<file path="config.mk">
export PLATFORM = sky130hd
export DESIGN_NAME = resetStretch
export DESIGN_NICKNAME = d
export VERILOG_FILES = /design/src/hdl/resetStretch.sv
export SDC_FILE = /design/constraint.sdc
export NUM_CORES = 1
export LEC_CHECK = 0
export BUFFER_PORTS_ARGS = -buffer_cell sky130_fd_sc_hd__buf_4
export CELL_PAD_IN_SITES_DETAIL_PLACEMENT = 0
export CELL_PAD_IN_SITES_GLOBAL_PLACEMENT = 2
export CORE_AREA = 2 2 39 41
export CTS_CLUSTER_DIAMETER = 200
export CTS_CLUSTER_SIZE = 24
export DETAILED_ROUTE_END_ITERATION = 8
export DIE_AREA = 0 0 41 43
export HOLD_SLACK_MARGIN = 0.08
export PLACE_DENSITY_LB_ADDON = 0.1
export RECOVER_POWER = 50
export SETUP_SLACK_MARGIN = 0.02
export SYNTH_ARGS = -nofsm -noshare
export SYNTH_HDL_FRONTEND = slang
export SYNTH_SLANG_ARGS = --single-unit
</file>
<file path="constraint.sdc">
create_clock -name ck933 -period 2.89 [get_ports ck933]
set_clock_uncertainty 0.05 [all_clocks]
set_input_delay 0.578 -clock ck933 [delete_from_list [all_inputs] [get_ports ck933]]
set_output_delay 0.578 -clock ck933 [all_outputs]
set_load 0.02 [all_outputs]
</file>
<file path="src/hdl/resetStretch.sv">
/*
  Builds the system reset from the external reset and the soft reset
  pulse. The reset is held for a fixed number of cycles after either.
*/

`timescale 1ns/1ps

module resetStretch #(
  parameter int RESET_CYCLES = 5
) (
  input  logic ck933,
  input  logic rs_i,
  input  logic softReset_i,
  output logic sysReset_o
);

  localparam int CNT_W = $clog2(RESET_CYCLES + 1);

  logic [CNT_W-1:0] holdCount;

  // Down counter keeps the reset asserted
  always_ff @(posedge ck933 or posedge rs_i) begin
    if (rs_i) begin
      holdCount  <= CNT_W'(RESET_CYCLES);
      sysReset_o <= 1'b1;
    end else if (softReset_i) begin
      holdCount  <= CNT_W'(RESET_CYCLES - 1);  // This edge counts as the first
      sysReset_o <= 1'b1;
    end else if (holdCount != '0) begin
      holdCount  <= holdCount - 1'b1;
      sysReset_o <= 1'b1;
    end else begin
      sysReset_o <= 1'b0;
    end
  end

  // Minimum reset width seen by the rest of the design
  resetWidth: assert property (
    @(posedge ck933) $rose(sysReset_o) |-> sysReset_o [*RESET_CYCLES]
  ) else $error("System reset shorter than RESET_CYCLES");

endmodule

</file>
==> results by group <==
Run status
  • Status: completed

Worst setup path
  • Worst reg2reg path endpoint: holdCount[0]
  • FF-to-FF Start: holdCount[0]
  • Crit path kind: reg -> out
  • R2R depth: 4
  • Data arrival time of the worst path: 860 ps
  • Crit-path cells: buf_4
  • CP bufs+invs: 1
  • Slowest CP cell: dfstp_2
  • CP startpoint kind: register
  • Crit path from: sysReset_o
  • Worst setup endpoint: sysReset_o
  • WP data required: 2260 ps
  • Worst reg2reg setup slack: 1530 ps
  • Largest stage delay on the critical path: 510 ps
  • WP depth: 1
  • Max Fanout on Critical Path: 1
  • CP top delay family: flip-flops
  • CP Capture Type: primary output

Cells and area
  • Net count, final: 32
  • Fraction of layout cells with a size suffix above 1: 0.423
  • ANT cells: 0
  • Area grow syn2layout: 30.9%
  • Final Cell Area: 292 µm²

GRT
  • First-pass GRT wire length: 683 µm
  • Global route overflow: 0
  • Vias in the first global route: 176
  • Initial antenna violation count: 0
  • Largest net degree at the start of global routing: 7
  • Total track usage: 0.0614

Route
  • Total wire length: 365 µm
  • Detail Route Antenna Nets: 0
  • Drt first pass iters: 4
  • Via density: 3.64
  • # DRC: 0
  • Vias: 153
  • DRT iter0 DRCs: 2
  • WL/cell: 8.69 µm

Power
  • Max VDD drop: 0.267 mV
  • Leak: 0.000131 µW
  • PwrDens: 934 mW/mm²

STA
  • Fin crit share: 0.515
  • RSZ-0062 raised after global routing: no
  • Setup TNS after final layout: 0 ps
  • Worst-margin pin slew: 198 ps
  • Minimum clock period: 1490 ps
  • Hold Fails Final Rpt: 0
  • Fmax: 672 MHz
  • Worst Hold Slack: 180 ps
  • Slew headroom: 0.867
  • Final setup fails: 0
  • Slew Viols, Final: 0
  • PnR worst setup slack: 1400 ps

Placed design
  • GP Congestion: 0.588
  • DP HPWL: 304 µm
  • Dpl cell area: 265 µm²
  • DP Worst Slack: 1520 ps
  • Port Buffer Count: 3

CTS
  • Clk_lat worst skew: 230 ps
  • Clk sinks: 4
  • CTS root buffer: clkbuf_4
  • Cts hold-fix bufs: 0
  • Cts repair resizes: 0
  • CTS tree: done
  • Postcts setup bufs: 0
  • CTS H-tree depth: 1
  • CTS Buf Count: 3
  • Clock Path Buffers: 2
  • CTS clock-pin slew for the worst setup and hold paths: 40 ps

Synth
  • Flops & latches, synth: 4
  • Synthesized area: 223 µm²
  • Post-synth cell types: 12
  • Average cell area after synthesis: 11.7 µm²
  • Sequential share of the synthesized area: 0.466
  • Synthesized net count: 24
  • Ys Warns: 0
  • Mapped Cells: 19

Floorplanning
  • Die height: 43 µm
  • Row count: 14
  • I/O Pins: 4
  • Die area: 0.00176 mm²
  • Die Wd: 41 µm
  • Core area: 0.00138 mm²
  • Initial core utilization: 0.161

Hold path
  • Hold Path Class: in -> async

Job
  • Max cap viols: 0
metrics by stage:
step                instances  power (µW)   util
detailed placement         38         203  0.192
CTS                        42         280  0.211
finish                     42         272  0.211
global placement           38         203  0.192
floorplan                  19         178      -
global route               42         297  0.211
cells in the mapped netlist:
| library cell | count | area, µm² |
|---|---|---|
| nor2b_1 | 2 | 12.5 |
| dfrtp_1 | 1 | 25.0 |
| mux2_4 | 1 | 15.0 |
| nand4bb_1 | 1 | 11.3 |
| nand2b_1 | 1 | 6.26 |
| ha_1 | 2 | 25.0 |
| dfstp_2 | 3 | 78.8 |
| a211o_1 | 1 | 8.76 |
| o31ai_1 | 1 | 7.51 |
| nor2b_4 | 1 | 13.8 |
| inv_1 | 3 | 11.3 |
| nor2_1 | 2 | 7.51 |
worst min path at each step:
stage	to	slack (ps)	cells after the start
after floorplan	holdCount[1]	290	1
after global placement	holdCount[1]	430	2
after detailed placement	holdCount[1]	430	2
after CTS	holdCount[1]	180	2
after global routing	holdCount[1]	190	2
final	holdCount[1]	180	2
state kept, by name (all words and copies together), names as in the netlist:
register and cells:
holdCount 3, sysReset_o 1
logic make-up (layout without fill, tap and decap cells):
kind of cell | count (synthesis) | after routing | share of synthesized area
flops | 4 | 4 | 0.466
fa+ha+maj | 2 | 2 | 0.112
simple gates | 7 | 7 | 0.230
compound gates | 2 | 2 | 0.0731
mux | 1 | 1 | 0.0674
buf+inv | 3 | 10 | 0.0506
where the power goes:
group / leakage (µW) / switching, µW / internal (µW)
clock network: 0.0000150 / 21.9 / 51.7
logic: 0.0000714 / 43.1 / 53.7
registers: 0.0000444 / 15.8 / 86.0
final cells by class:
class	count	area, µm²
inverters	3	11.3
well taps	16	20.0
fillers	152	1090
repair buffers	3	22.5
flip-flops and latches	4	104
clock buffers	4	26.3
multi-input cells	12	108
per-layer routing:
metal / GRT usage / routed length [µm]
met4: 0.0800 / 0
met3: 0.0157 / 10
met2: 0.0781 / 199
met5: 0 / 0
met1: 0.0682 / 155
layout by cell type, fill, tap and decap left out:
master	synthesis	layout
a211o_1	1	1
nor2_1	2	2
nand2b_1	1	1
dfrtp_1	1	1
nand4bb_1	1	1
buf_4	0	2
clkbuf_1	0	1
nor2b_1	2	2
clkbuf_4	0	4
nor2b_4	1	1
dfstp_2	3	3
mux2_4	1	1
ha_1	2	2
inv_1	3	3
o31ai_1	1	1
Note: power is estimated with default switching activity, not from simulation.
