<file path="config.mk">
export PLATFORM = sky130hd
export DESIGN_NAME = hostRegs
export DESIGN_NICKNAME = d
export VERILOG_FILES = /design/src/hdl/multihPkg.sv /design/src/hdl/hostRegs.sv
export SDC_FILE = /design/constraint.sdc
export NUM_CORES = 1
export LEC_CHECK = 0
export BUFFER_PORTS_ARGS = -buffer_cell sky130_fd_sc_hd__buf_2
export CAP_MARGIN = 30
export CELL_PAD_IN_SITES_DETAIL_PLACEMENT = 0
export CELL_PAD_IN_SITES_GLOBAL_PLACEMENT = 1
export CORE_UTILIZATION = 16
export DETAILED_ROUTE_END_ITERATION = 16
export GPL_TIMING_DRIVEN = 0
export HOLD_SLACK_MARGIN = 0.06
export PLACE_DENSITY_LB_ADDON = 0.1
export SLEW_MARGIN = 10
export SYNTH_ARGS = -nofsm -noshare
export SYNTH_HDL_FRONTEND = slang
export SYNTH_SLANG_ARGS = --single-unit
export TNS_END_PERCENT = 1
</file>
<file path="constraint.sdc">
create_clock -name ck933 -period 2.6 [get_ports ck933]
set_input_delay 0.39 -clock ck933 [delete_from_list [all_inputs] [get_ports ck933]]
set_output_delay 0.39 -clock ck933 [all_outputs]
set_load 0.02 [all_outputs]
</file>
<file path="src/hdl/multihPkg.sv">
/*
  Shared definitions for the demodulator output and host bus logic.
  Holds the host address layout, register map codes, demod mode codes
  and the DAC source codes. Users refer to them by scoped name.
*/

package multihPkg;

  //********************
  // Host bus
  //********************
  localparam int ADDR_W = 12;  // Host address word, bit 0 always 0
  localparam int DATA_W = 16;  // Host data bus

  // Host address word, seen either raw or split into register map fields
  typedef union packed {
    logic [ADDR_W-1:0] raw;
    struct packed {
      logic [3:0] space;   // Register block
      logic [5:0] regIdx;  // Register within block
      logic       half;    // 1 selects the upper 16 bits of a 32-bit register
      logic       zero;    // Always 0 on this bus
    } fields;
  } hostAddr_u;

  //********************
  // Register map
  //********************
  localparam logic [3:0] MISC_SPACE       = 4'd0;
  localparam logic [5:0] MISC_RESET_REG   = 6'd0;  // Write starts a soft reset
  localparam logic [5:0] MISC_VERSION_REG = 6'd1;  // Read only

  //********************
  // Demod modes
  //********************
  localparam logic [3:0] MODE_AQPSK  = 4'd3;
  localparam logic [3:0] MODE_AUQPSK = 4'd4;
  localparam logic [3:0] MODE_MULTIH = 4'd8;

  //********************
  // DAC sources
  //********************
  // Codes 8 to 11 take trellis decoder data, all others the raw input
  localparam logic [3:0] DAC_TRELLIS_I     = 4'd8;
  localparam logic [3:0] DAC_TRELLIS_Q     = 4'd9;
  localparam logic [3:0] DAC_TRELLIS_PHERR = 4'd10;
  localparam logic [3:0] DAC_TRELLIS_INDEX = 4'd11;

endpackage

</file>
<file path="src/hdl/hostRegs.sv">
/*
  Host bus register block. Decodes the address, returns the version
  word on reads and turns a write to the reset register into a
  one-cycle soft reset pulse for the reset stretcher.
*/

`timescale 1ns/1ps

module hostRegs #(
  parameter logic [multihPkg::DATA_W-1:0] VER_NUMBER = 16'h0149
) (
  input  logic                           ck933,
  input  logic                           rs_i,
  input  logic                           nCs_i,
  input  logic                           nWe_i,
  input  logic                           nRd_i,
  input  multihPkg::hostAddr_u           addr_i,
  output logic [multihPkg::DATA_W-1:0]   rdData_o,
  output logic                           softReset_o
);

  logic miscHit;
  logic resetHit;
  logic versionHit;
  logic rdEn;
  logic wrStrobe;
  logic wrDly;

  //********************
  // Address decode
  //********************
  assign miscHit    = (addr_i.fields.space == multihPkg::MISC_SPACE);
  assign resetHit   = miscHit && (addr_i.fields.regIdx == multihPkg::MISC_RESET_REG);
  assign versionHit = miscHit && (addr_i.fields.regIdx == multihPkg::MISC_VERSION_REG);

  assign rdEn     = !nCs_i && !nRd_i;
  assign wrStrobe = !nCs_i && !nWe_i;

  //********************
  // Soft reset
  //********************
  // Held high in reset so a write still open when reset ends
  // cannot fire a second pulse
  always_ff @(posedge ck933 or posedge rs_i) begin
    if (rs_i) begin
      wrDly <= 1'b1;
    end else begin
      wrDly <= wrStrobe;
    end
  end

  assign softReset_o = wrStrobe && !wrDly && resetHit;  // First cycle of the write

  //********************
  // Read data
  //********************
  always_comb begin
    rdData_o = '0;
    if (rdEn && versionHit) begin
      if (addr_i.fields.half) begin
        rdData_o = VER_NUMBER;  // Upper half of the 32-bit register
      end
    end
  end

  // Host never drives read and write together
  busExclusive: assert property (
    @(posedge ck933) disable iff (rs_i)
    !(!nCs_i && !nWe_i && !nRd_i)
  ) else $error("Host read and write strobes active together");

endmodule

</file>
==> results.yml, run 1 <==
outcome:
  outcome: "finished, final reports clean"
timing:
  post-route-min-period_ns: 2.140
  fin_tns_setup_ns: 0
  maxSlewViolCount: 0
  max_freq_ghz: 0.4674
  final.period_utilization_pct: 82.29
  holdWs_ns: 0.3874
  setup_viol: 0
  rsz0062_at_grt: "false"
  hold_viol: 0
floorplanning:
  row_count: 12
  floorplan.die_area_mm2: 0.001479
  core_area_mm2: 0.001171
  start_util_pct: 18.16
  io_pins: 34
  dieHeight_um: 38.46
  die_w_um: 38.46
critical_path:
  required_ns: 2.21
  crit_fanout: 4
  endpoint_kind: "primary output"
  max_stage_delay_ns: 0.58
  path_class: "in -> out"
  arrival_ns: 1.75
  critical-path-slowest-cell: "or4_1"
  timing.critical_path.cells: "buf_2 > or4_1 > nor4_2 > buf_4 > buf_2"
  cp-start-kind: "input pin"
  crit_top_cell: "buf_2"
global_route:
  grt_pass1_vias: 151
  grt_max_degree: 5
  antenna_found_initial: 0
  grt.total_usage_pct: 5.036
  grt_pass1_wl_um: 572
  grt.overflow.total: 0
final_layout:
  nets: 75
  largest_register_ffs: 1
  reg_top3: "wrDly x1"
  syn_to_final_growth_pct: 74.71
  n_antenna_cell: 0
  drive_gt1_share_pct: 69.64
  max_flop_register: "wrDly"
  finalNonFillerCells: 70
clocking:
  cts_resized: 0
  cts_hold_buf: 0
  cts.clk_slew.worst_paths_ns: 0
  post-cts-setup-buffers: 0
logic_synthesis:
  yosysMostFrequentCell: "buf_4"
  synth_common_cells: "buf_4, nor4_2, or4_1"
  synth_cells: 25
  synthArstFlopShare_pct: 100.0
  yosysUniqueCellTypes: 9
  ys.warnings.count: 0
  yosysTopAreaCell: "buf_4"
  synth.top_cell.area_share_pct: 52.94
  synth.avg_cell_area_um2: 8.508
  ys.flop_type: "dfstp_2"
  seq_area_frac_synth_pct: 12.35
  ys_seq_elements: 1
  netlist_area_um2: 212.7
  synth-edff-count: 0
  synthTopCellsByArea: "buf_4, dfstp_2, nor4_2"
power_and_ir_drop:
  power_mw: 0.06203
  power_density_mw_per_mm2: 166.9
  ir_drop_uv: 83.97
  cellLeakagePower_nw: 0.2338
routing:
  routed_wl_um: 443
  drc: 0
  wl_per_cell_um: 6.329
  drtIter0Drc: 0
  ant_nets: 0
  dr.pass1.iters: 1
  via_per_inst: 3.286
  vias: 230
placement:
  gp_congestion: 0.5590
  placedCellCount: 70
  numPortBuffers: 20
hold_path:
  hold_class: "in -> async"
run:
  max_cap_violations: 0
through the flow:
step	instance area, µm²	utilization (%)	worst slack [ns]
after global routing	371.6	31.73	0.3457
after global placement	371.6	31.73	0.4437
after floorplan	254.0	-	0.3947
after detailed placement	371.6	31.73	0.4429
after CTS	371.6	31.73	0.4329
final	371.6	31.73	0.4604
report_power, final:
part	internal, mW	leakage [nW]	switching (mW)
Combinational	0.0218	0.223	0.0229
Sequential	0.0172	0.0104	0.000159
Clock	0	0	0
Total	0.0390	0.234	0.0230
layer usage:
metal | up-vias | share of wire (%) | routed length, µm | global-route usage [%]
met5 | - | 0 | 0 | 0
met4 | 0 | 0 | 0 | 0
met2 | 22 | 39 | 173 | 10.17
met1 | 87 | 38 | 170 | 5.862
li1 | 121 | - | - | -
met3 | 0 | 22 | 99 | 0.5814
cells in the final DEF (no fill, tap or decap):
master / n
nor4_2: 2
conb_1: 12
or4_4: 1
dfstp_2: 1
buf_4: 15
nor2_1: 1
or4_1: 2
inv_1: 1
or4bb_1: 1
buf_2: 20
cells by family (layout without fill, tap and decap cells):
logic type,after synthesis,after routing,synth area share [%]
buffers and inverters,16,36,54.71
other,1,12,1.763
AND/OR/NAND/NOR,7,7,31.17
flip-flops,1,1,12.36
path summary, 6_finish.rpt:
check	start	end	slack [ns]	cells after the start
min	rs_i	wrDly	0.39	2
max in group asynchronous	rs_i	wrDly	2.19	2
min in group ck933	nWe_i	wrDly	0.53	2
max	addr_i[5]	rdData_o[8]	0.46	5
layout make-up:
type	count	area, µm²
multi-input combinational	19	111.4
sequential	1	26.28
buffer	15	112.6
tap	14	17.52
timing repair buffer	20	100.1
fill	140	799.5
inverter	1	3.754
worst max-delay path: cells and delay by family:
kind          cells  cell delay, ns
simple gates      2            0.95
buf+inv           3            0.41
Note: power is estimated with default switching activity, not from simulation.
==> run 2: changes to the inputs <==
CORE_UTILIZATION = 13   (was 16)
clock period = 1.8 ns   (was 2.6 ns; I/O delays follow)
==> results.yml, run 2 (synthesized netlist as in run 1, its figures left out) <==
final_layout:
  largest_register_ffs: 1
  reg_top3: "wrDly x1"
  finalNonFillerCells: 72
  mostFrequentLayoutCells: "buf_2, buf_4, conb_1"
  nets: 75
  layout_commonest_cell: "buf_2"
  syn_to_final_growth_pct: 93.53
  max_flop_register: "wrDly"
  drive_gt1_share_pct: 71.43
  fin_util_pct: 27.01
  n_antenna_cell: 0
  n_fill_cell: 175
clocking:
  cts_hold_buf: 0
  post-cts-setup-buffers: 0
  cts.clk_slew.worst_paths_ns: 0
routing:
  dr.pass1.iters: 1
  drtIter0Drc: 0
  ant_nets: 0
  via_per_inst: 3.153
  wl_per_cell_um: 6.639
  drc: 0
  vias: 227
  routed_wl_um: 478
critical_path:
  crit_top_cell: "buf_6"
  path_class: "in -> out"
  crit_fanout: 4
  endpoint_kind: "primary output"
  required_ns: 1.53
  critical-path-slowest-cell: "or4_4"
  cp_top_family: "simple AND/OR/NAND/NOR gates"
  arrival_ns: 1.51
  critPathBufInv: 3
  cp-start-kind: "input pin"
  timing.critical_path.cells: "buf_6 > or4_4 > nor4_4 > buf_4 > buf_6"
  max_stage_delay_ns: 0.55
timing:
  maxSlewViolCount: 0
  setup_viol: 0
  holdWs_ns: 0.2680
  final.period_utilization_pct: 98.97
  setup_ws_ns: 0.01848
  hold_viol: 0
  post-route-min-period_ns: 1.782
  rsz0062_at_grt: "true"
  max_freq_ghz: 0.5613
floorplanning:
  die_w_um: 42.45
  dieHeight_um: 42.45
  floorplan.die_area_mm2: 0.001802
  row_count: 14
  io_pins: 34
  start_util_pct: 13.96
  core_area_mm2: 0.001524
placement:
  hpwlAfterDp_um: 476.6
  gp_congestion: 0.6569
  place_ws_ns: -0.04750
  placedCellCount: 72
  numPortBuffers: 20
outcome:
  outcome: "finished, final reports clean"
global_route:
  grt_pass1_vias: 187
  grt_max_degree: 5
  grt.overflow.total: 0
  grt_pass1_wl_um: 814
  grt.total_usage_pct: 5.463
  antenna_found_initial: 0
run:
  max_cap_violations: 0
power_and_ir_drop:
  power_density_mw_per_mm2: 225.3
  power_mw: 0.09273
  cellLeakagePower_nw: 0.2461
  ir_drop_uv: 73.08
hold_path:
  hold_class: "in -> async"
## run 2: cell counts in the layout (fill, tap and decap cells not counted)
No cell type changed its count.
## run 2: per-stage QoR
step | TNS, ns | instance area, µm²
2_1_floorplan | 0 | 262.8
3_3_place_gp | -0.1486 | 382.9
3_5_place_dp | -0.1409 | 382.9
4_1_cts | 0 | 411.6
5_1_grt | -0.1535 | 411.6
6_report | 0 | 411.6
## run 2: timing repair
item | 4_1_cts | 5_1_grt
endpoints found under the hold margin | 0 | 0
setup endpoints to repair | 3 | 4
cloned | 0 | 0
pin swaps | 2 | 0
resized for setup | 8 | 0
## run 2: final cells by class
class	instances	area [µm²]	share of cell area (%)
plain buffers	15	112.6	27.36
inverters	1	3.754	0.9119
multi-input cells	19	123.9	30.09
flip-flops and latches	1	26.28	6.383
well taps	16	20.02	4.863
repair buffers	20	125.1	30.40
## run 2: metal layers
layer / vias to the layer above / share of wire, % / wire (µm) / global-route usage (%)
li1: 121 / - / - / -
met1: 91 / 29 / 140 / 6.186
met2: 15 / 60 / 285 / 11.38
met3: 0 / 11 / 53 / 0.4310
met4: 0 / 0 / 0 / 0
met5: - / 0 / 0 / 0
## run 2: path summary, 6_finish.rpt
kind,cells after the start,startpoint,to
setup / recovery,5,addr_i[6],rdData_o[6]
hold / removal,2,rs_i,wrDly
max in group asynchronous,2,rs_i,wrDly
min in group ck933,2,nWe_i,wrDly
## run 2: power breakdown
part	leakage (nW)	total [mW]	internal (mW)	switching [mW]
clock network	0	0	0	0
registers	0.0104	0.0251	0.0248	0.000269
logic	0.236	0.0676	0.0334	0.0342
