## src/hdl/multihPkg.sv

```systemverilog
/*
  Shared definitions for the demodulator output and host bus logic.
  Holds the host address layout, register map codes, demod mode codes
  and the DAC source codes. Users refer to them by scoped name.
*/

package multihPkg;

  //********************
  // Host bus
  //********************
  localparam int ADDR_W = 12;  // Host address word, bit 0 always 0
  localparam int DATA_W = 16;  // Host data bus

  // Host address word, seen either raw or split into register map fields
  typedef union packed {
    logic [ADDR_W-1:0] raw;
    struct packed {
      logic [3:0] space;   // Register block
      logic [5:0] regIdx;  // Register within block
      logic       half;    // 1 selects the upper 16 bits of a 32-bit register
      logic       zero;    // Always 0 on this bus
    } fields;
  } hostAddr_u;

  //********************
  // Register map
  //********************
  localparam logic [3:0] MISC_SPACE       = 4'd0;
  localparam logic [5:0] MISC_RESET_REG   = 6'd0;  // Write starts a soft reset
  localparam logic [5:0] MISC_VERSION_REG = 6'd1;  // Read only

  //********************
  // Demod modes
  //********************
  localparam logic [3:0] MODE_AQPSK  = 4'd3;
  localparam logic [3:0] MODE_AUQPSK = 4'd4;
  localparam logic [3:0] MODE_MULTIH = 4'd8;

  //********************
  // DAC sources
  //********************
  // Codes 8 to 11 take trellis decoder data, all others the raw input
  localparam logic [3:0] DAC_TRELLIS_I     = 4'd8;
  localparam logic [3:0] DAC_TRELLIS_Q     = 4'd9;
  localparam logic [3:0] DAC_TRELLIS_PHERR = 4'd10;
  localparam logic [3:0] DAC_TRELLIS_INDEX = 4'd11;

endpackage

```

## src/hdl/symbolRouter.sv

```systemverilog
/*
  Routes decoder input symbols. Trellis decisions are taken directly in
  the trellis mode, otherwise the legacy bits pass a two stage delay.
  The two AQPSK modes carry their own Q bit and Q clock.
*/

`timescale 1ns/1ps

module symbolRouter (
  input  logic       ck933,
  input  logic       rs_i,
  input  logic [3:0] demodMode_i,
  input  logic [1:0] trellisBit_i,
  input  logic       trellisSymEn_i,
  input  logic       trellisSym2xEn_i,
  input  logic       iData_i,
  input  logic       qData_i,
  input  logic       dataSymEn_i,
  input  logic       dataSym2xEn_i,
  input  logic       auSymClk_i,
  output logic       iBit_o,
  output logic       qBit_o,
  output logic       symEn_o,
  output logic       sym2xEn_o,
  output logic       qSymEn_o
);

  logic multihMode;
  logic aqpskMode;

  // Reclock stage
  logic iIn, qIn, symEnIn, sym2xEnIn, auClkIn;
  // Legacy stage
  logic iLegacy, qLegacy, legacySymEn, legacySym2xEn;

  logic symEnNext;

  assign multihMode = (demodMode_i == multihPkg::MODE_MULTIH);
  assign aqpskMode  = (demodMode_i == multihPkg::MODE_AQPSK) ||
                      (demodMode_i == multihPkg::MODE_AUQPSK);

  //********************
  // Legacy delay line
  //********************
  always_ff @(posedge ck933) begin
    iIn           <= iData_i;
    qIn           <= qData_i;
    symEnIn       <= dataSymEn_i;
    sym2xEnIn     <= dataSym2xEn_i;
    auClkIn       <= auSymClk_i;
    iLegacy       <= iIn;
    qLegacy       <= qIn;
    legacySymEn   <= symEnIn;
    legacySym2xEn <= sym2xEnIn;
  end

  assign symEnNext = multihMode ? trellisSymEn_i : legacySymEn;

  //********************
  // Output select
  //********************
  always_ff @(posedge ck933 or posedge rs_i) begin
    if (rs_i) begin
      iBit_o    <= 1'b0;
      qBit_o    <= 1'b0;
      symEn_o   <= 1'b0;
      sym2xEn_o <= 1'b0;
      qSymEn_o  <= 1'b0;
    end else begin
      symEn_o <= symEnNext;
      if (multihMode) begin
        iBit_o    <= trellisBit_i[0];
        sym2xEn_o <= trellisSym2xEn_i;
      end else begin
        iBit_o    <= iLegacy;
        sym2xEn_o <= legacySym2xEn;
      end
      if (aqpskMode) begin
        qBit_o   <= qIn;      // Q carried on its own clock
        qSymEn_o <= auClkIn;
      end else begin
        qBit_o   <= multihMode ? trellisBit_i[1] : qLegacy;
        qSymEn_o <= symEnNext;
      end
    end
  end

endmodule

```

## config.mk

```make
export PLATFORM = sky130hd
export DESIGN_NAME = symbolRouter
export DESIGN_NICKNAME = d
export VERILOG_FILES = /design/src/hdl/multihPkg.sv /design/src/hdl/symbolRouter.sv
export SDC_FILE = /design/constraint.sdc
export NUM_CORES = 1
export LEC_CHECK = 0
export BUFFER_PORTS_ARGS = -buffer_cell sky130_fd_sc_hd__buf_2
export CAP_MARGIN = 20
export CORE_AREA = 5 5 42 44
export CTS_BUF_LIST = sky130_fd_sc_hd__clkbuf_8 sky130_fd_sc_hd__clkbuf_16
export DETAILED_ROUTE_END_ITERATION = 8
export DIE_AREA = 0 0 47 49
export PLACE_DENSITY = 0.71
export SLEW_MARGIN = 20
export SYNTH_ARGS = -nofsm -noshare
export SYNTH_HDL_FRONTEND = slang
export SYNTH_SLANG_ARGS = --single-unit
```

## constraint.sdc

```tcl
create_clock -name ck933 -period 1.6 [get_ports ck933]
set_clock_uncertainty 0.15 [all_clocks]
set_input_delay 0.24 -clock ck933 [delete_from_list [all_inputs] [get_ports ck933]]
set_output_delay 0.24 -clock ck933 [all_outputs]
set_load 0.01 [all_outputs]
```

==> results.sh, run 1 <==
export IMPL_status="complete, no violations"
export IMPL_final_setup_viol_count=0
export IMPL_crit_type="input pin to register"
export IMPL_ctsRootBufferMaster="clkbuf_8"
export IMPL_critical_path_required_ns=1.56
export IMPL_worst_slack_ns=0.212
export IMPL_grt_use_total_pct=6.18
export IMPL_first_pass_iters=1
export IMPL_synthTopCellsByArea="dfxtp_1 (42%), dfrtp_1 (29%), mux2_2 (13%)"
export IMPL_synth_cell_types=9
export IMPL_final_instance_count_excl_fill=71
export IMPL_dp_slack_ns=-0.0292
export IMPL_clk_latency_ns=0.23
export IMPL_rsz0062_at_grt="no"
export IMPL_grt_pass1_vias=292
export IMPL_worstPathCellList="buf_2 -> nor4b_4 -> mux2_2 -> mux2_2"
export IMPL_die_w_microns=47
export IMPL_crit_top_cell="mux2_2"
export IMPL_drive_above_1_share_pct=56.4
export IMPL_nets=71
export IMPL_grt_overflow=0
export IMPL_cp_arrival_ns=1.35
export IMPL_die_area_sq_um=2300
export IMPL_cp_end_kind="register"
export IMPL_drc_errors=0
export IMPL_gp_congestion=0.639
export IMPL_synth_top_cell_area_share_pct=42.0
export IMPL_cts_buffers=3
export IMPL_leakage_nw=0.310
export IMPL_drtIter0Drc=0
export IMPL_vdd_drop_max_v=0.000890
export IMPL_hold_class="input pin to register"
export IMPL_final_common_cell="buf_2"
export IMPL_die_h_microns=49
export IMPL_critPathMaxFanout=3
export IMPL_syn_area_sq_um=429
export IMPL_initial_core_util_pct=30.6
export IMPL_slowest_delay_ns=0.37
export IMPL_post_drt_wl_per_cell_microns=9.49
export IMPL_core_area_sq_um=1400
export IMPL_fmax_ghz=0.720
export IMPL_powerDensity_nw_per_um2=1090
export IMPL_grt_first_pass_wirelength_mm=1.01
export IMPL_worst_pin_slew_ns=0.310
export IMPL_routed_via_density=3.93
export IMPL_cts_clk_slew_worst_paths_ns=0.06
export IMPL_cts_sinks=14
export IMPL_clock_path_buffers=2
export IMPL_ys_seq_area_share_pct=71.1
export IMPL_yosys_area_top_type="dfxtp_1"
export IMPL_rows=14
export IMPL_startpoint_type="input pin"
export IMPL_postCtsResizedCells=0
export IMPL_cp_slowest_cell="mux2_2"
export IMPL_synthCells=25
export IMPL_insertedDiodeCount=0
export IMPL_avgSynthCellArea_sq_um=17.2
export IMPL_hold_viol_final=0
export IMPL_antenna_found_initial=0
export IMPL_ctsHtreeMaxLevel=1
export IMPL_portBuffers=19
export IMPL_area_growth_pct=53.1
export IMPL_ys_warn_count=0
export IMPL_num_vias=279
export IMPL_grt_max_degree=9
export IMPL_dpl_cell_count=61
export IMPL_synth_fp_nets=40
export IMPL_drv_cap=0
export IMPL_num_io_pins=20
export IMPL_postRouteAntennaNets=0
export IMPL_cts_tree="yes"
export IMPL_drv_slew=0
export IMPL_drt_wl_total_microns=674
export IMPL_final_min_clock_period_ns=1.39
export IMPL_mostFrequentLayoutCells="buf_2 (19), dfxtp_1 (9), dlygate4sd3_1 (6), mux2_2 (5), dfrtp_1 (5)"
export IMPL_fin_crit_sh_pct=86.7
export IMPL_slew_headroom_pct=79.3
export IMPL_ys_seq_elements=14
## area by class of cell
cell class | instances | area (sq um)
Clock buffer | 3 | 41.3
Clock inverter | 1 | 3.75
Fill cell | 142 | 744
Inverter | 1 | 3.75
Multi-Input combinational cell | 10 | 120
Sequential cell | 14 | 305
Tap cell | 16 | 20.0
Timing Repair Buffer | 26 | 163
## repair_timing
action                                 4_1_cts  5_1_grt
hold buffers                                 6        0
endpoints found under the hold margin       10        0
buffers inserted                             0        0
## per-stage QoR
step / TNS (ns) / hold slack (ns) / power (mW) / area [sq um] / utilization, %
finish: 0 / 0.0880 / 0.719 / 657 / 46.9
global route: 0 / 0.0840 / 0.754 / 657 / 46.9
CTS: 0 / 0.0833 / 0.729 / 657 / 46.9
detailed placement: -0.0292 / -0.00626 / 0.442 / 552 / 39.4
global placement: 0 / -0.00837 / 0.441 / 552 / 39.4
floorplan: 0 / -0.131 / 0.409 / 429 / -
## state kept, by name, indices dropped and copies added (netlist names)
signal,cells
sym2xEnIn,1
qLegacy,1
legacySymEn,1
symEnIn,1
iLegacy,1
iIn,1
qIn,1
qBit_o,1
qSymEn_o,1
symEn_o,1
legacySym2xEn,1
sym2xEn_o,1
auClkIn,1
iBit_o,1
## worst paths after layout
kind / start / end / slack, ns / cells past startpoint
worst max register to register: legacySymEn / qSymEn_o / 0.53 / 2
min in group asynchronous: rs_i / symEn_o / 0.28 / 3
worst min-delay path: trellisSym2xEn_i / sym2xEn_o / 0.09 / 2
worst max-delay path: demodMode_i[0] / qBit_o / 0.21 / 4
worst min register to register: sym2xEnIn / legacySym2xEn / 0.17 / 0
max in group asynchronous: rs_i / qBit_o / 0.85 / 3
## routing by layer
metal  global-route usage [%]  share of wire, %
met1                     5.43                35
met2                     10.9                50
met3                     3.32                14
met4                     2.76                 0
met5                        0                 0
## critical path: cells and delay by family
family | cells | cell delay, ns
muxes | 2 | 0.62
buffers and inverters | 1 | 0.12
and+or+nand+nor | 1 | 0.36
## synthesized netlist by cell type
cell      n
or3b_1    1
a21oi_2   1
dfxtp_1   9
inv_1     1
dfrtp_1   5
nand3b_1  1
nor4b_4   1
mux2_2    5
mux2_4    1
## logic make-up after synthesis
kind of cell	count (synthesis)	share of synthesized area (%)
multiplexers	6	16.6
AND/OR/NAND/NOR	3	9.33
flip-flops	14	71.1
buffers and inverters	1	0.874
AO/OA/AOI/OAI	1	2.04
## where the power goes
group | switching (mW) | leakage (nW) | internal [mW] | total [mW]
sequential | 0.00431 | 0.134 | 0.372 | 0.376
combinational | 0.0260 | 0.149 | 0.0427 | 0.0687
clock | 0.105 | 0.0269 | 0.168 | 0.274
total | 0.136 | 0.310 | 0.583 | 0.719
Note: power is estimated with default switching activity, not from simulation.
==> run 2: changes to the inputs <==
--- a/config.mk
+++ b/config.mk
@@ -8,7 +8,7 @@
 export BUFFER_PORTS_ARGS = -buffer_cell sky130_fd_sc_hd__buf_2
 export CAP_MARGIN = 20
 export CORE_AREA = 5 5 42 44
-export CTS_BUF_LIST = sky130_fd_sc_hd__clkbuf_8 sky130_fd_sc_hd__clkbuf_16
+export CTS_BUF_LIST = sky130_fd_sc_hd__clkbuf_4 sky130_fd_sc_hd__clkbuf_8
 export DETAILED_ROUTE_END_ITERATION = 8
 export DIE_AREA = 0 0 47 49
 export PLACE_DENSITY = 0.71
==> results.sh, run 2 (same netlist as run 1, synthesis figures left out) <==
export IMPL_hold_depth=2
export IMPL_leakage_nw=0.301
export IMPL_drtIter0Drc=2
export IMPL_rsz0062_at_grt="no"
export IMPL_r2r_start="legacySymEn"
export IMPL_hold_class="input pin to register"
export IMPL_num_vias=285
export IMPL_die_w_microns=47
export IMPL_final_min_clock_period_ns=1.35
export IMPL_grt_pass1_vias=295
export IMPL_die_h_microns=49
export IMPL_drv_cap=0
export IMPL_critPathMaxFanout=3
export IMPL_ctsRootBufferMaster="clkbuf_4"
export IMPL_clock_path_buffers=2
export IMPL_insertedDiodeCount=0
export IMPL_drc_errors=0
export IMPL_antenna_found_initial=0
export IMPL_core_area_sq_um=1400
export IMPL_switching_share_pct=19.4
export IMPL_grt_overflow=0
export IMPL_cp_end_kind="register"
export IMPL_final_design_area_no_fill_sq_um=642
export IMPL_post_drt_wl_per_cell_microns=9.55
export IMPL_portBuffers=19
export IMPL_final_instance_count_excl_fill=71
export IMPL_final_setup_viol_count=0
export IMPL_vdd_drop_max_v=0.000536
export IMPL_power_switching_mw=0.127
export IMPL_setup_tns_ns=0
export IMPL_pwr_share_comb_pct=10.5
export IMPL_crit_type="input pin to register"
export IMPL_cts_sinks=14
export IMPL_hold_viol_final=0
export IMPL_grt_first_pass_wirelength_mm=1.00
export IMPL_clk_latency_ns=0.27
export IMPL_first_pass_iters=2
export IMPL_cp_arrival_ns=1.35
export IMPL_status="complete, no violations"
export IMPL_fmax_ghz=0.743
export IMPL_cts_buffers=3
export IMPL_cts_hold_buf=6
export IMPL_final_common_cell="buf_2"
export IMPL_grt_use_total_pct=6.47
export IMPL_gp_congestion=0.639
export IMPL_place_area_sq_um=552
export IMPL_drt_wl_total_microns=678
export IMPL_drv_slew=0
export IMPL_fill_cells=142
export IMPL_die_area_sq_um=2300
export IMPL_routed_via_density=4.01
export IMPL_path_delay_family="multiplexers"
export IMPL_crit_top_cell="mux2_2"
export IMPL_slowest_delay_ns=0.37
export IMPL_startpoint_type="input pin"
export IMPL_postRouteAntennaNets=0
export IMPL_mostFrequentLayoutCells="buf_2 (19), dfxtp_1 (9), dlygate4sd3_1 (6), mux2_2 (5), dfrtp_1 (5)"
export IMPL_cts_setup_buffers=0
export IMPL_drive_above_1_share_pct=58.2
export IMPL_hold_end="sym2xEn_o"
export IMPL_fin_crit_sh_pct=84.2
export IMPL_r2r_cells=2
export IMPL_critical_path_required_ns=1.60
export IMPL_internal_power_mw=0.527
export IMPL_r2r_end="qSymEn_o"
export IMPL_power_mw=0.654
export IMPL_cts_clk_slew_worst_paths_ns=0.08
export IMPL_ctsHtreeMaxLevel=1
export IMPL_cp_slowest_cell="mux2_2"
export IMPL_area_growth_pct=49.6
export IMPL_grt_max_degree=9
export IMPL_p_clk_share_pct=32.1
export IMPL_rows=14
export IMPL_powerDensity_nw_per_um2=1020
export IMPL_worstPathCellList="buf_2 -> nor4b_4 -> mux2_2 -> mux2_2"
export IMPL_initial_core_util_pct=30.6
export IMPL_hp_start="trellisSym2xEn_i"
export IMPL_nets=71
export IMPL_dpl_cell_count=61
export IMPL_num_io_pins=20
export IMPL_seqPwrFrac_pct=57.4
export IMPL_crit_buf_inv=1
export IMPL_slew_headroom_pct=79.6
export IMPL_postCtsResizedCells=0
export IMPL_worst_pin_slew_ns=0.304
export IMPL_cts_tree="yes"
export IMPL_reg2reg_slack_ns=0.53
## run 2: cell types whose count changed in the layout (fill, tap and decap cells not counted), sizes merged
cell	before	now
inv	2	1
clkbuf	3	4
## run 2: stage by stage
stage / util (%) / worst slack, ns / hold WS, ns
2_1_floorplan: - / 0.120 / -0.131
3_3_place_gp: 39.4 / 0.00340 / -0.00837
3_5_place_dp: 39.4 / -0.0292 / -0.00626
4_1_cts: 45.8 / 0.257 / 0.0374
5_1_grt: 45.8 / 0.239 / 0.0360
6_report: 45.8 / 0.253 / 0.0515
## run 2: worst max-delay path by stage
| stage | startpoint | endpoint | slack [ns] | cells after the start |
|---|---|---|---|---|
| 6_report | demodMode_i[0] | qBit_o | 0.25 | 4 |
| 4_1_cts | demodMode_i[0] | qBit_o | 0.26 | 4 |
| 3_5_place_dp | demodMode_i[0] | qBit_o | -0.03 | 4 |
| 3_3_place_gp | demodMode_i[0] | qBit_o | 0.003 | 4 |
| 2_1_floorplan | demodMode_i[0] | qBit_o | 0.12 | 3 |
| 5_1_grt | demodMode_i[0] | qBit_o | 0.24 | 4 |
## run 2: power by group through the flow
stage	clock network [mW]	registers, mW	logic, mW
after global placement	0	0.383	0.0575
after global routing	0.240	0.378	0.0754
after floorplan	0	0.388	0.0204
after CTS	0.224	0.376	0.0699
final	0.210	0.375	0.0687
after detailed placement	0	0.383	0.0588
## run 2: layout make-up
cell class                      count  area, sq um  share of cell area (%)
Sequential cell                    14          305                    47.6
Timing Repair Buffer               26          163                    25.3
Multi-Input combinational cell     10          120                    18.7
Clock buffer                        4         30.0                    4.68
Tap cell                           16         20.0                    3.12
Inverter                            1         3.75                   0.585
## run 2: routing by layer
layer / GRT usage (%) / vias to the layer above / routed length, microns
met5: 0 / - / 0
met4: 6.91 / 0 / 4
met3: 2.21 / 2 / 95
met2: 10.4 / 13 / 339
met1: 5.43 / 122 / 239
li1: - / 148 / -
