**src/hdl/multihPkg.sv**
```systemverilog
/*
  Shared definitions for the demodulator output and host bus logic.
  Holds the host address layout, register map codes, demod mode codes
  and the DAC source codes. Users refer to them by scoped name.
*/

package multihPkg;

  //********************
  // Host bus
  //********************
  localparam int ADDR_W = 12;  // Host address word, bit 0 always 0
  localparam int DATA_W = 16;  // Host data bus

  // Host address word, seen either raw or split into register map fields
  typedef union packed {
    logic [ADDR_W-1:0] raw;
    struct packed {
      logic [3:0] space;   // Register block
      logic [5:0] regIdx;  // Register within block
      logic       half;    // 1 selects the upper 16 bits of a 32-bit register
      logic       zero;    // Always 0 on this bus
    } fields;
  } hostAddr_u;

  //********************
  // Register map
  //********************
  localparam logic [3:0] MISC_SPACE       = 4'd0;
  localparam logic [5:0] MISC_RESET_REG   = 6'd0;  // Write starts a soft reset
  localparam logic [5:0] MISC_VERSION_REG = 6'd1;  // Read only

  //********************
  // Demod modes
  //********************
  localparam logic [3:0] MODE_AQPSK  = 4'd3;
  localparam logic [3:0] MODE_AUQPSK = 4'd4;
  localparam logic [3:0] MODE_MULTIH = 4'd8;

  //********************
  // DAC sources
  //********************
  // Codes 8 to 11 take trellis decoder data, all others the raw input
  localparam logic [3:0] DAC_TRELLIS_I     = 4'd8;
  localparam logic [3:0] DAC_TRELLIS_Q     = 4'd9;
  localparam logic [3:0] DAC_TRELLIS_PHERR = 4'd10;
  localparam logic [3:0] DAC_TRELLIS_INDEX = 4'd11;

endpackage

```
**src/hdl/dacChannel.sv**
```systemverilog
/*
  One DAC output channel. Picks trellis data or the raw pass-through
  word, converts it to offset binary and loads the DAC register on the
  sync enable. Instantiated once per DAC by the top level.
*/

`timescale 1ns/1ps

module dacChannel #(
  parameter int DAC_W     = 14,
  parameter int TRELLIS_W = 18
) (
  input  logic                 ck933,
  input  logic                 rs_i,
  input  logic [3:0]           demodMode_i,
  input  logic [3:0]           select_i,
  input  logic [DAC_W-1:0]     passData_i,
  input  logic [TRELLIS_W-1:0] trellisData_i,
  input  logic                 trellisSync_i,
  output logic [DAC_W-1:0]     dacD_o
);

  logic             trellisCode;
  logic             trellisPick;
  logic [DAC_W-1:0] passReg;    // Reclocked raw input
  logic [DAC_W-1:0] selData;    // Chosen source, two's complement
  logic             syncReg;    // Load enable for the output
  logic [DAC_W-1:0] offsetWord;

  //********************
  // Source select
  //********************
  always_comb begin
    case (select_i)
      multihPkg::DAC_TRELLIS_I,
      multihPkg::DAC_TRELLIS_Q,
      multihPkg::DAC_TRELLIS_PHERR,
      multihPkg::DAC_TRELLIS_INDEX: trellisCode = 1'b1;
      default:                      trellisCode = 1'b0;
    endcase
  end

  // Trellis data is only valid while the trellis demod runs
  assign trellisPick = trellisCode && (demodMode_i == multihPkg::MODE_MULTIH);

  always_ff @(posedge ck933) begin
    passReg <= passData_i;
    if (trellisPick) begin
      selData <= trellisData_i[TRELLIS_W-1 -: DAC_W];  // Keep the top bits
    end else begin
      selData <= passReg;
    end
  end

  //********************
  // Output register
  //********************
  assign offsetWord = {~selData[DAC_W-1], selData[DAC_W-2:0]};  // Offset binary

  always_ff @(posedge ck933 or posedge rs_i) begin
    if (rs_i) begin
      syncReg <= 1'b0;
      dacD_o  <= '0;
    end else begin
      syncReg <= trellisPick ? trellisSync_i : 1'b1;  // Raw data loads every cycle
      if (syncReg) begin
        dacD_o <= offsetWord;
      end
    end
  end

  // Trellis sync low holds the output on the cycle after it is registered
  dacHold: assert property (
    @(posedge ck933) disable iff (rs_i)
    trellisPick && !trellisSync_i |=> ##1 $stable(dacD_o)
  ) else $error("DAC output changed without sync");

endmodule

```
**config.mk**
```make
export PLATFORM = sky130hd
export DESIGN_NAME = dacChannel
export DESIGN_NICKNAME = d
export VERILOG_FILES = /design/src/hdl/multihPkg.sv /design/src/hdl/dacChannel.sv
export SDC_FILE = /design/constraint.sdc
export NUM_CORES = 1
export LEC_CHECK = 0
export BUFFER_PORTS_ARGS = -buffer_cell sky130_fd_sc_hd__buf_2
export CORE_UTILIZATION = 41
export DETAILED_ROUTE_END_ITERATION = 16
export PLACE_DENSITY = 0.75
export SETUP_SLACK_MARGIN = 0.2
export SYNTH_ARGS = -nofsm -noshare
export SYNTH_HDL_FRONTEND = slang
export SYNTH_SLANG_ARGS = --single-unit
```
**constraint.sdc**
```tcl
create_clock -name ck933 -period 1.4 [get_ports ck933]
set_clock_uncertainty 0.2 [all_clocks]
set_input_delay 0.07 -clock ck933 [delete_from_list [all_inputs] [get_ports ck933]]
set_output_delay 0.07 -clock ck933 [all_outputs]
set_load 0.01 [all_outputs]
```
==> results of run 1 <==
-- routing by layer --
metal	part of all wire (%)	global-route usage [%]	vias up	routed length (um)
met4	3.0	8.97	0	82
li1	-	-	452	-
met3	4.7	6.99	10	128
met1	38	18.0	443	1030
met2	54	29.5	27	1460
met5	0	0	-	0
-- sequential cells by signal, indices dropped and copies added, names as in the netlist --
| register | flops |
|---|---|
| dacD_o | 14 |
| passReg | 14 |
| selData | 14 |
| syncReg | 1 |
-- synth_stat cells --
library cell  count
buf_2             1
buf_6             1
dfrtp_1          15
dfxtp_1          28
inv_1             2
mux2_2           18
mux2_4            9
mux2i_1           1
nand3b_4          1
nor4b_4           1
or2_2             1
-- power groups by stage --
stage | Sequential [mW] | Clock (mW) | Combinational, mW
6_report | 1.32 | 0.656 | 0.250
5_1_grt | 1.33 | 0.735 | 0.269
4_1_cts | 1.32 | 0.676 | 0.233
3_5_place_dp | 1.35 | 0 | 0.167
3_3_place_gp | 1.34 | 0 | 0.162
2_1_floorplan | 1.36 | 0 | 0.0720
-- metrics by stage --
| step | cells | hold slack, ns | cell area [um2] |
|---|---|---|---|
| 2_1_floorplan | 78 | -0.229 | 1390 |
| 6_report | 216 | 0.0111 | 2140 |
| 3_5_place_dp | 173 | -0.0507 | 1710 |
| 5_1_grt | 216 | -0.00369 | 2140 |
| 3_3_place_gp | 173 | -0.0523 | 1710 |
| 4_1_cts | 211 | -0.00227 | 2080 |
-- path summary, 6_finish.rpt --
kind | from | to | cells after the start
max in group asynchronous | rs_i | dacD_o[12] | 3
min in group asynchronous | rs_i | dacD_o[3] | 3
worst min register to register | selData[13] | dacD_o[13] | 1
worst min-delay path | select_i[3] | syncReg | 4
worst max-delay path | syncReg | dacD_o[10] | 2
worst max register to register | syncReg | dacD_o[10] | 2
-- cell type report --
type / count / share of cell area [%]
clock buffers: 8 / 3.22
inverters: 2 / 0.351
multi-input cells: 31 / 20.6
flip-flops and latches: 43 / 43.8
well taps: 44 / 2.58
repair buffers: 88 / 29.5
-- cells by family after synthesis --
kind of cell	synth area share (%)
flip-flops	68.9
multiplexers	25.6
buffers and inverters	1.75
AND/OR/NAND/NOR	3.69
-- what timing repair did --
action / 4_1_cts / 5_1_grt
resized for setup: 1 / 4
hold endpoints to repair: 44 / 1
endpoints found under the setup margin: 1 / 14
buffers inserted: 0 / 5
cloned: 0 / 0
-- critical path, cell delays in order, from the launching register on --
cell and delay [ns]:
dfrtp_1 0.41, buf_6 0.16, mux2_4 0.30
==> flow_summary_export.csv, run 1 <==
group,metric,value,unit
outcome,status,"finished, final reports clean",
setup_path,endpoint_kind,"flip-flop",
run,drv_cap,0,
sta,setup_slack,0.222,ns
synth,ys_seq_elements,43,
clock_tree,htreeDepth,2,
global_route,grt_pass1_vias,952,
power,p_leak,1.09,nW
placed_design,place.detailed.hpwl,1640,um
clock_tree,root_buffer,"clkbuf_4",
synth,avgSynthCellArea,17.4,um2
floorplanning,initial_core_util,43.7,%
global_route,grtUsageTotal,17.2,%
sta,fin_crit_sh,84.2,%
global_route,antenna_found_initial,0,
clock_tree,numCtsBuffers,5,
setup_path,r2r_slack,0.22,ns
layout,multiInputGateArea,439,um2
sta,tns,0,ns
synth,synth_cell_types,11,
layout,register_area,936,um2
sta,fmax,849,MHz
power,peakVddDrop,0.000721,V
layout,area_growth,57.4,%
floorplanning,core.rowCount,20,
layout,final_util,68.9,%
power,clockPowerShare,29.4,%
sta,worst_slew_pin_slew,0.578,ns
synth,synth_fp_nets,121,
setup_path,crit_type,"reg2reg",
detailed_routing,via_per_inst,4.31,
detailed_routing,ant_nets,0,
sta,min_period,1.18,ns
layout,layout_commonest_cell,"buf_2",
floorplanning,io_pins,57,
synth,ys_warn_count,0,
synth,synth_top_area_share,41.3,%
detailed_routing,wl,2700,um
power,p_comb_share,11.2,%
setup_path,critPathLaunchType,"flip-flop",
synth,yosys-top-cells-area,"dfxtp_1, dfrtp_1, mux2_2",
floorplanning,die_area,3550,um2
power,power_density,1040,nW/um2
global_route,grt_pass1_wl,4220,um
detailed_routing,drt_first_pass_iters,4,
global_route,grt_max_degree,16,
setup_path,crit_fanout,8,
placed_design,gp_congestion,0.684,
layout,nets,214,
floorplanning,die_x,59.5,um
synth,netlist_area,1360,um2
clock_tree,cts_buffer_depth,2,
clock_tree,cts_tree,"built",
synth,postSynthCellCount,78,
power,pwr-share-seq,59.4,%
layout,layout_common_cells,"buf_2, dlygate4sd3_1, dfxtp_1",
detailed_routing,drc,0,
floorplanning,coreArea,3100,um2
power,p_sw_share,20.7,%
setup_path,cp.required,1.43,ns
sta,hold_viol,0,
layout,drive_gt1_share,55.2,%
layout,fill_cells,220,
global_route,gr-total-overflow,0,
clock_tree,postCtsHoldBufs,30,
power,power_switching,0.460,mW
sta,rsz0062_at_grt,"yes",
clock_tree,clk_pin_slew,0.11,ns
placed_design,io_buffers,50,
detailed_routing,first_iter_violations,17,
clock_tree,cts.sinks,43,
sta,max_slew_margin,61.4,%
detailed_routing,routedWlPerCell,12.5,um
layout,diodes,0,
synth,yosys.area.top_type,"dfxtp_1",
synth,yosysSeqAreaShare,68.9,%
floorplanning,die_h,59.5,um
placed_design,pre_cts_ws,-0.00127,ns
power,p_total,2.23,mW
setup_path,arrival,1.21,ns
sta,setup_violations,0,
clock_tree,clock_latency,0.34,ns
worst_hold_path,worstHoldPathType,"in2reg",
detailed_routing,vias,932,
sta,drv_slew,0,
power,internal_power,1.77,mW
(Power assumes the default switching activity.)
==> inputs of run 2 (changes only) <==
ABC_AREA = 1   (was unset)
CORE_UTILIZATION = 45   (was 41)
PLACE_DENSITY = 0.77   (was 0.75)
clock period = 1.2 ns   (was 1.4 ns; I/O delays follow)
==> run 2 against run 1 <==
  * The run now ends with DRC, hold timing left
  * Setup slack lost 0.19 ns
  * Count of clock-buffer cells in the layout shrank 2
  * Highest routed layer unchanged
  * Core utilization up 10 points
  * Combinational power rose by 40%
  * Critical path depth shrank 1
  * Final cell count rose by 27%
  * Hold slack got worse by 0.20 ns
  * Synthesized cell count up 81%
  * Sequential power up 17%
  * Register-to-register slack got worse by 0.12 ns
  * Non-clock buffer count is 11 higher
  * Via count up 45%
  * Largest power group unchanged
==> flow_summary_export.csv, run 2 <==
group,metric,value,unit
setup_path,path_buf_inv,1,
floorplanning,die_x,57.6,um
clock_tree,htreeDepth,2,
synth,postSynthCellCount,141,
clock_tree,cts_buffer_depth,2,
outcome,violations,"DRC, hold timing",
detailed_routing,wl,3760,um
clock_tree,numCtsBuffers,5,
clock_tree,root_buffer,"clkbuf_4",
sta,max_slew_margin,63.4,%
synth,synth_commonest_cells,"nand2_1, dfxtp_1, dfrtp_1, nand4_1, buf_2",
layout,layout_common_cells,"nand2_1, buf_2, dlygate4sd3_1",
sta,fin_crit_sh,97.0,%
setup_path,reg2regPathDepth,3,
synth,netlist_area,1390,um2
clock_tree,cts.sinks,43,
synth,ys_warn_count,0,
synth,synth_fp_nets,184,
power,p_total,3.02,mW
floorplanning,initial_core_util,48.8,%
floorplanning,die_h,57.6,um
layout,nets,285,
setup_path,slowest_stage,"dfrtp_1",
clock_tree,clock_latency,0.36,ns
synth,synthAdderAreaFrac,0,%
detailed_routing,routedWlPerCell,13.7,um
outcome,status,"finished, violations left",
layout,diodes,0,
floorplanning,coreArea,2850,um2
setup_path,crit_type,"reg2out",
placed_design,io_buffers,50,
floorplanning,core.rowCount,19,
setup_path,cp.required,0.94,ns
synth,synth_cell_types,13,
synth,async_flop_share,34.9,%
layout,area_growth,62.5,%
sta,hold_viol,14,
setup_path,arrival,0.90,ns
worst_hold_path,worstHoldPathType,"in2reg",
setup_path,crit_family,"flip-flops",
run,drv_cap,0,
synth,yosys.area.top_type,"dfxtp_1",
sta,worst_slew_pin_slew,0.548,ns
synth,synthSimpleGateAreaFrac,28.4,%
power,p_leak,1.15,nW
sta,setup_violations,0,
setup_path,r2r_slack,0.10,ns
layout,fill_cells,170,
detailed_routing,drc,3,
clock_tree,postCtsHoldBufs,30,
global_route,grt_max_degree,16,
detailed_routing,via_per_inst,4.93,
setup_path,endpoint_kind,"primary output",
worst_hold_path,min_to,"selData[2]",
layout,layout_commonest_cell,"nand2_1",
global_route,grt_pass1_vias,1345,
synth,synth-xor-area-share,0,%
setup_path,reg2reg_to,"dacD_o[9]",
synth,synthFlopType,"dfxtp_1",
synth,yosysSeqAreaShare,67.2,%
synth,yosys-top-cells-area,"dfxtp_1, dfrtp_1, nand2_1",
setup_path,cp_cell_sequence,"buf_2",
synth,synthMuxAreaShare,0,%
sta,rsz0062_at_grt,"yes",
synth,synth_compound_area_share,0.359,%
power,peakVddDrop,0.000947,V
sta,min_period,1.16,ns
floorplanning,die_area,3320,um2
clock_tree,cts_tree,"built",
sta,fmax,859,MHz
worst_hold_path,hold_depth,4,
layout,drive_gt1_share,41.2,%
detailed_routing,first_iter_violations,46,
sta,whs,-0.184,ns
worst_hold_path,min_from,"demodMode_i[0]",
synth,synth_top_area_share,40.3,%
synth,synth_edf_count,0,
synth,avgSynthCellArea,9.88,um2
setup_path,critPathLaunchType,"flip-flop",
setup_path,slowest_delay,0.41,ns
synth,synth_most_common_cell,"nand2_1",
synth,ys_seq_elements,43,
setup_path,crit_fanout,2,
setup_path,reg2reg_from,"syncReg",
synth,synth_top_family_by_area,"simple AND/OR/NAND/NOR gates",
detailed_routing,drt_first_pass_iters,10,
detailed_routing,vias,1350,
global_route,grtUsageTotal,24.9,%
global_route,grt_pass1_wl,5950,um
floorplanning,io_pins,57,
sta,setup_slack,0.0355,ns
placed_design,gp_congestion,0.828,
global_route,antenna_found_initial,0,
global_route,gr-total-overflow,0,
layout,reg_top3,"dacD_o (14), passReg (14), selData (14)",
power,power_density,1330,nW/um2
placed_design,pre_cts_ws,0.0784,ns
sta,drv_slew,0,
clock_tree,clk_pin_slew,0.12,ns
placed_design,place.detailed.hpwl,1990,um
detailed_routing,ant_nets,0,
[run 2: cell count changes after synthesis, moves of 2 or more]
| cell | before | now |
|---|---|---|
| nand2_1 | 0 | 68 |
| mux2_2 | 18 | 0 |
| nand4_1 | 0 | 15 |
| mux2_4 | 9 | 0 |
| buf_2 | 1 | 3 |
| buf_4 | 0 | 2 |
| inv_2 | 0 | 2 |
| nor2_4 | 0 | 2 |
[run 2: per-layer routing]
| layer | GRT usage [%] | vias to the layer above | share of wire [%] |
|---|---|---|---|
| met1 | 26.2 | 604 | 39 |
| li1 | - | 649 | - |
| met5 | 0 | - | 0 |
| met4 | 14.3 | 0 | 3.9 |
| met2 | 42.7 | 79 | 49 |
| met3 | 9.15 | 18 | 8.4 |
[run 2: worst max-delay path by stage]
stage / startpoint / end / depth (start not counted)
final: dacD_o[13] / dacD_o[13] / 1
after global routing: dacD_o[13] / dacD_o[13] / 1
after CTS: dacD_o[13] / dacD_o[13] / 1
after detailed placement: syncReg / dacD_o[13] / 3
after global placement: syncReg / dacD_o[13] / 3
after floorplan: syncReg / dacD_o[0] / 4
[run 2: cells by family after synthesis]
| kind of cell | count (synthesis) |
|---|---|
| and+or+nand+nor | 87 |
| AOI/OAI and AO/OA | 1 |
| buffers and inverters | 10 |
| DFF | 43 |
[run 2: cell type report]
type | instances | area (um2) | area share [%]
clock buffers | 6 | 41.3 | 1.82
clock inverters | 2 | 60.1 | 2.65
inverters | 4 | 20.0 | 0.884
multi-input cells | 88 | 455 | 20.1
flip-flops and latches | 43 | 937 | 41.4
well taps | 31 | 38.8 | 1.71
repair buffers | 99 | 704 | 31.1
repair inverters | 1 | 6.26 | 0.276
[run 2: repair_timing]
action / in CTS / in global routing
pin swaps: 14 / 1
endpoints found under the setup margin: 28 / 28
resized for setup: 17 / 10
cloned: 1 / 0
hold endpoints to repair: 44 / 13
buffers inserted: 8 / 7
[run 2: through the flow]
stage	TNS [ns]	area [um2]	instances	utilization, %
after global placement	0	1670	220	58.6
after global routing	-0.0197	2260	274	79.3
final	0	2260	274	79.3
after floorplan	0	1400	141	-
after CTS	0	2180	267	76.4
after detailed placement	0	1670	220	58.6
[run 2: power breakdown]
group	switching, mW	total, mW	internal, mW
registers	0.0368	1.55	1.52
logic	0.148	0.350	0.202
clock network	0.465	1.12	0.650
total	0.650	3.02	2.37
==> inputs of run 3 (changes only) <==
CORE_UTILIZATION = 31   (was 45)
GPL_ROUTABILITY_DRIVEN = 0   (was unset)
HOLD_SLACK_MARGIN = 0.12   (was unset)
PLACE_DENSITY = 0.58   (was 0.77)
==> run 3 against run 2 <==
  * The run ends with hold timing left
  * Maximum frequency is 8.4% higher
  * Sequential share of layout area is 0.092 points higher
  * Critical path depth stayed put
  * Sequential power hardly changed
  * Non-clock buffer count is 2 lower
  * Die area is 43% higher
  * Sequential cell count stayed put
  * Final area is 0.22% lower
  * Via count is 11% lower
  * Count of clock-buffer cells in the layout is 1 higher
  * Global-route usage is 10 points lower
  * Critical path type unchanged
==> flow_summary_export.csv, run 3 (synthesis results as in run 2) <==
group,metric,value,unit
clock_tree,postCtsHoldBufs,30,
layout,fill_cells,417,
detailed_routing,wl,3200,um
clock_tree,cts.sinks,43,
layout,reg_top3,"dacD_o (14), passReg (14), selData (14)",
power,peakVddDrop,0.000886,V
clock_tree,htreeDepth,2,
clock_tree,clock_latency,0.29,ns
placed_design,place.detailed.hpwl,1880,um
global_route,grt_max_degree,16,
layout,register_area,937,um2
detailed_routing,first_iter_violations,47,
run,drv_cap,0,
floorplanning,die_area,4760,um2
global_route,grt_pass1_vias,1214,
outcome,violations,"hold timing",
global_route,gr-total-overflow,0,
setup_path,crit_type,"reg2out",
detailed_routing,drc,0,
setup_path,critPathLaunchType,"flip-flop",
floorplanning,die_h,69.0,um
setup_path,path_depth,1,
floorplanning,core.rowCount,24,
setup_path,path_buf_inv,1,
power,p_leak,1.12,nW
sta,rsz0062_at_grt,"yes",
layout,multiInputGateArea,455,um2
detailed_routing,drt_first_pass_iters,2,
sta,setup_violations,0,
setup_path,crit_family,"flip-flops",
global_route,antenna_found_initial,0,
clock_tree,cts_tree,"built",
clock_tree,clk_pin_slew,0.07,ns
setup_path,crit_fanout,2,
worst_hold_path,worstHoldPathType,"in2reg",
setup_path,cp_cell_sequence,"buf_2",
placed_design,io_buffers,50,
power,p_total,2.79,mW
sta,worst_slew_pin_slew,0.200,ns
global_route,grtUsageTotal,14.5,%
outcome,status,"finished, violations left",
detailed_routing,vias,1205,
setup_path,reg2regPathDepth,3,
layout,layout_common_cells,"nand2_1, buf_2, dlygate4sd3_1",
floorplanning,die_x,69.0,um
detailed_routing,via_per_inst,4.13,
global_route,grt_pass1_wl,5450,um
power,power_density,1240,nW/um2
clock_tree,numCtsBuffers,5,
setup_path,slowest_stage,"dfrtp_1",
clock_tree,root_buffer,"clkbuf_8",
layout,diodes,0,
layout,nets,282,
sta,max_slew_margin,86.7,%
layout,final_util,52.2,%
layout,drive_gt1_share,41.3,%
setup_path,slowest_delay,0.39,ns
setup_path,endpoint_kind,"primary output",
setup_path,arrival,0.81,ns
setup_path,cp.required,0.94,ns
sta,min_period,1.07,ns
clock_tree,cts_buffer_depth,2,
worst_hold_path,hold_depth,4,
detailed_routing,ant_nets,0,
sta,drv_slew,0,
layout,area_growth,62.2,%
detailed_routing,routedWlPerCell,11.0,um
sta,fmax,931,MHz
sta,whs,-0.102,ns
floorplanning,initial_core_util,32.2,%
sta,fin_crit_sh,89.5,%
sta,tns,0,ns
floorplanning,io_pins,57,
floorplanning,coreArea,4320,um2
sta,hold_viol,2,
## run 3: cell count changes in the layout (fill, tap and decap cells not counted), sizes merged
cell	delta
buf	-2
bufinv	-2
clkbuf	+1
## run 3: power breakdown
part           total, mW  switching, mW  internal, mW
Combinational      0.335          0.139         0.197
Clock              0.908          0.444         0.464
Sequential          1.55         0.0318          1.52
Total               2.79          0.615          2.18
## run 3: what timing repair did
item,4_1_cts,5_1_grt
resized for setup,13,13
cloned,0,0
setup endpoints to repair,28,28
hold endpoints to repair,44,15
pin swaps,6,5
setup buffers,8,4
## run 3: through the flow
stage | instance area (um2) | cells | setup slack (ns)
2_1_floorplan | 1400 | 141 | 0.218
3_3_place_gp | 1700 | 242 | 0.123
3_5_place_dp | 1700 | 242 | 0.107
4_1_cts | 2190 | 288 | 0.103
5_1_grt | 2260 | 292 | 0.0812
6_report | 2260 | 292 | 0.126
## run 3: path summary, 6_finish.rpt
kind / startpoint / end / slack (ns)
setup reg to reg: syncReg / dacD_o[8] / 0.17
max in group asynchronous: rs_i / syncReg / 0.51
setup / recovery: dacD_o[4] / dacD_o[4] / 0.13
hold / removal: demodMode_i[2] / selData[13] / -0.10
hold reg to reg: selData[13] / dacD_o[13] / 0.21
min in group asynchronous: rs_i / dacD_o[5] / 0.10
## run 3: metal layers
| layer | global-route usage (%) | part of all wire, % | vias to the layer above |
|---|---|---|---|
| li1 | - | - | 642 |
| met1 | 16.8 | 42 | 520 |
| met2 | 24.4 | 50 | 39 |
| met3 | 5.85 | 6.2 | 4 |
| met4 | 4.31 | 1.2 | 0 |
| met5 | 0 | 0 | - |
## run 3: area by class of cell
cell class	count	area share [%]
flip-flops and latches	43	41.5
repair buffers	97	30.5
multi-input cells	88	20.2
clock buffers	7	3.82
well taps	52	2.88
inverters	4	0.886
clock inverters	1	0.222
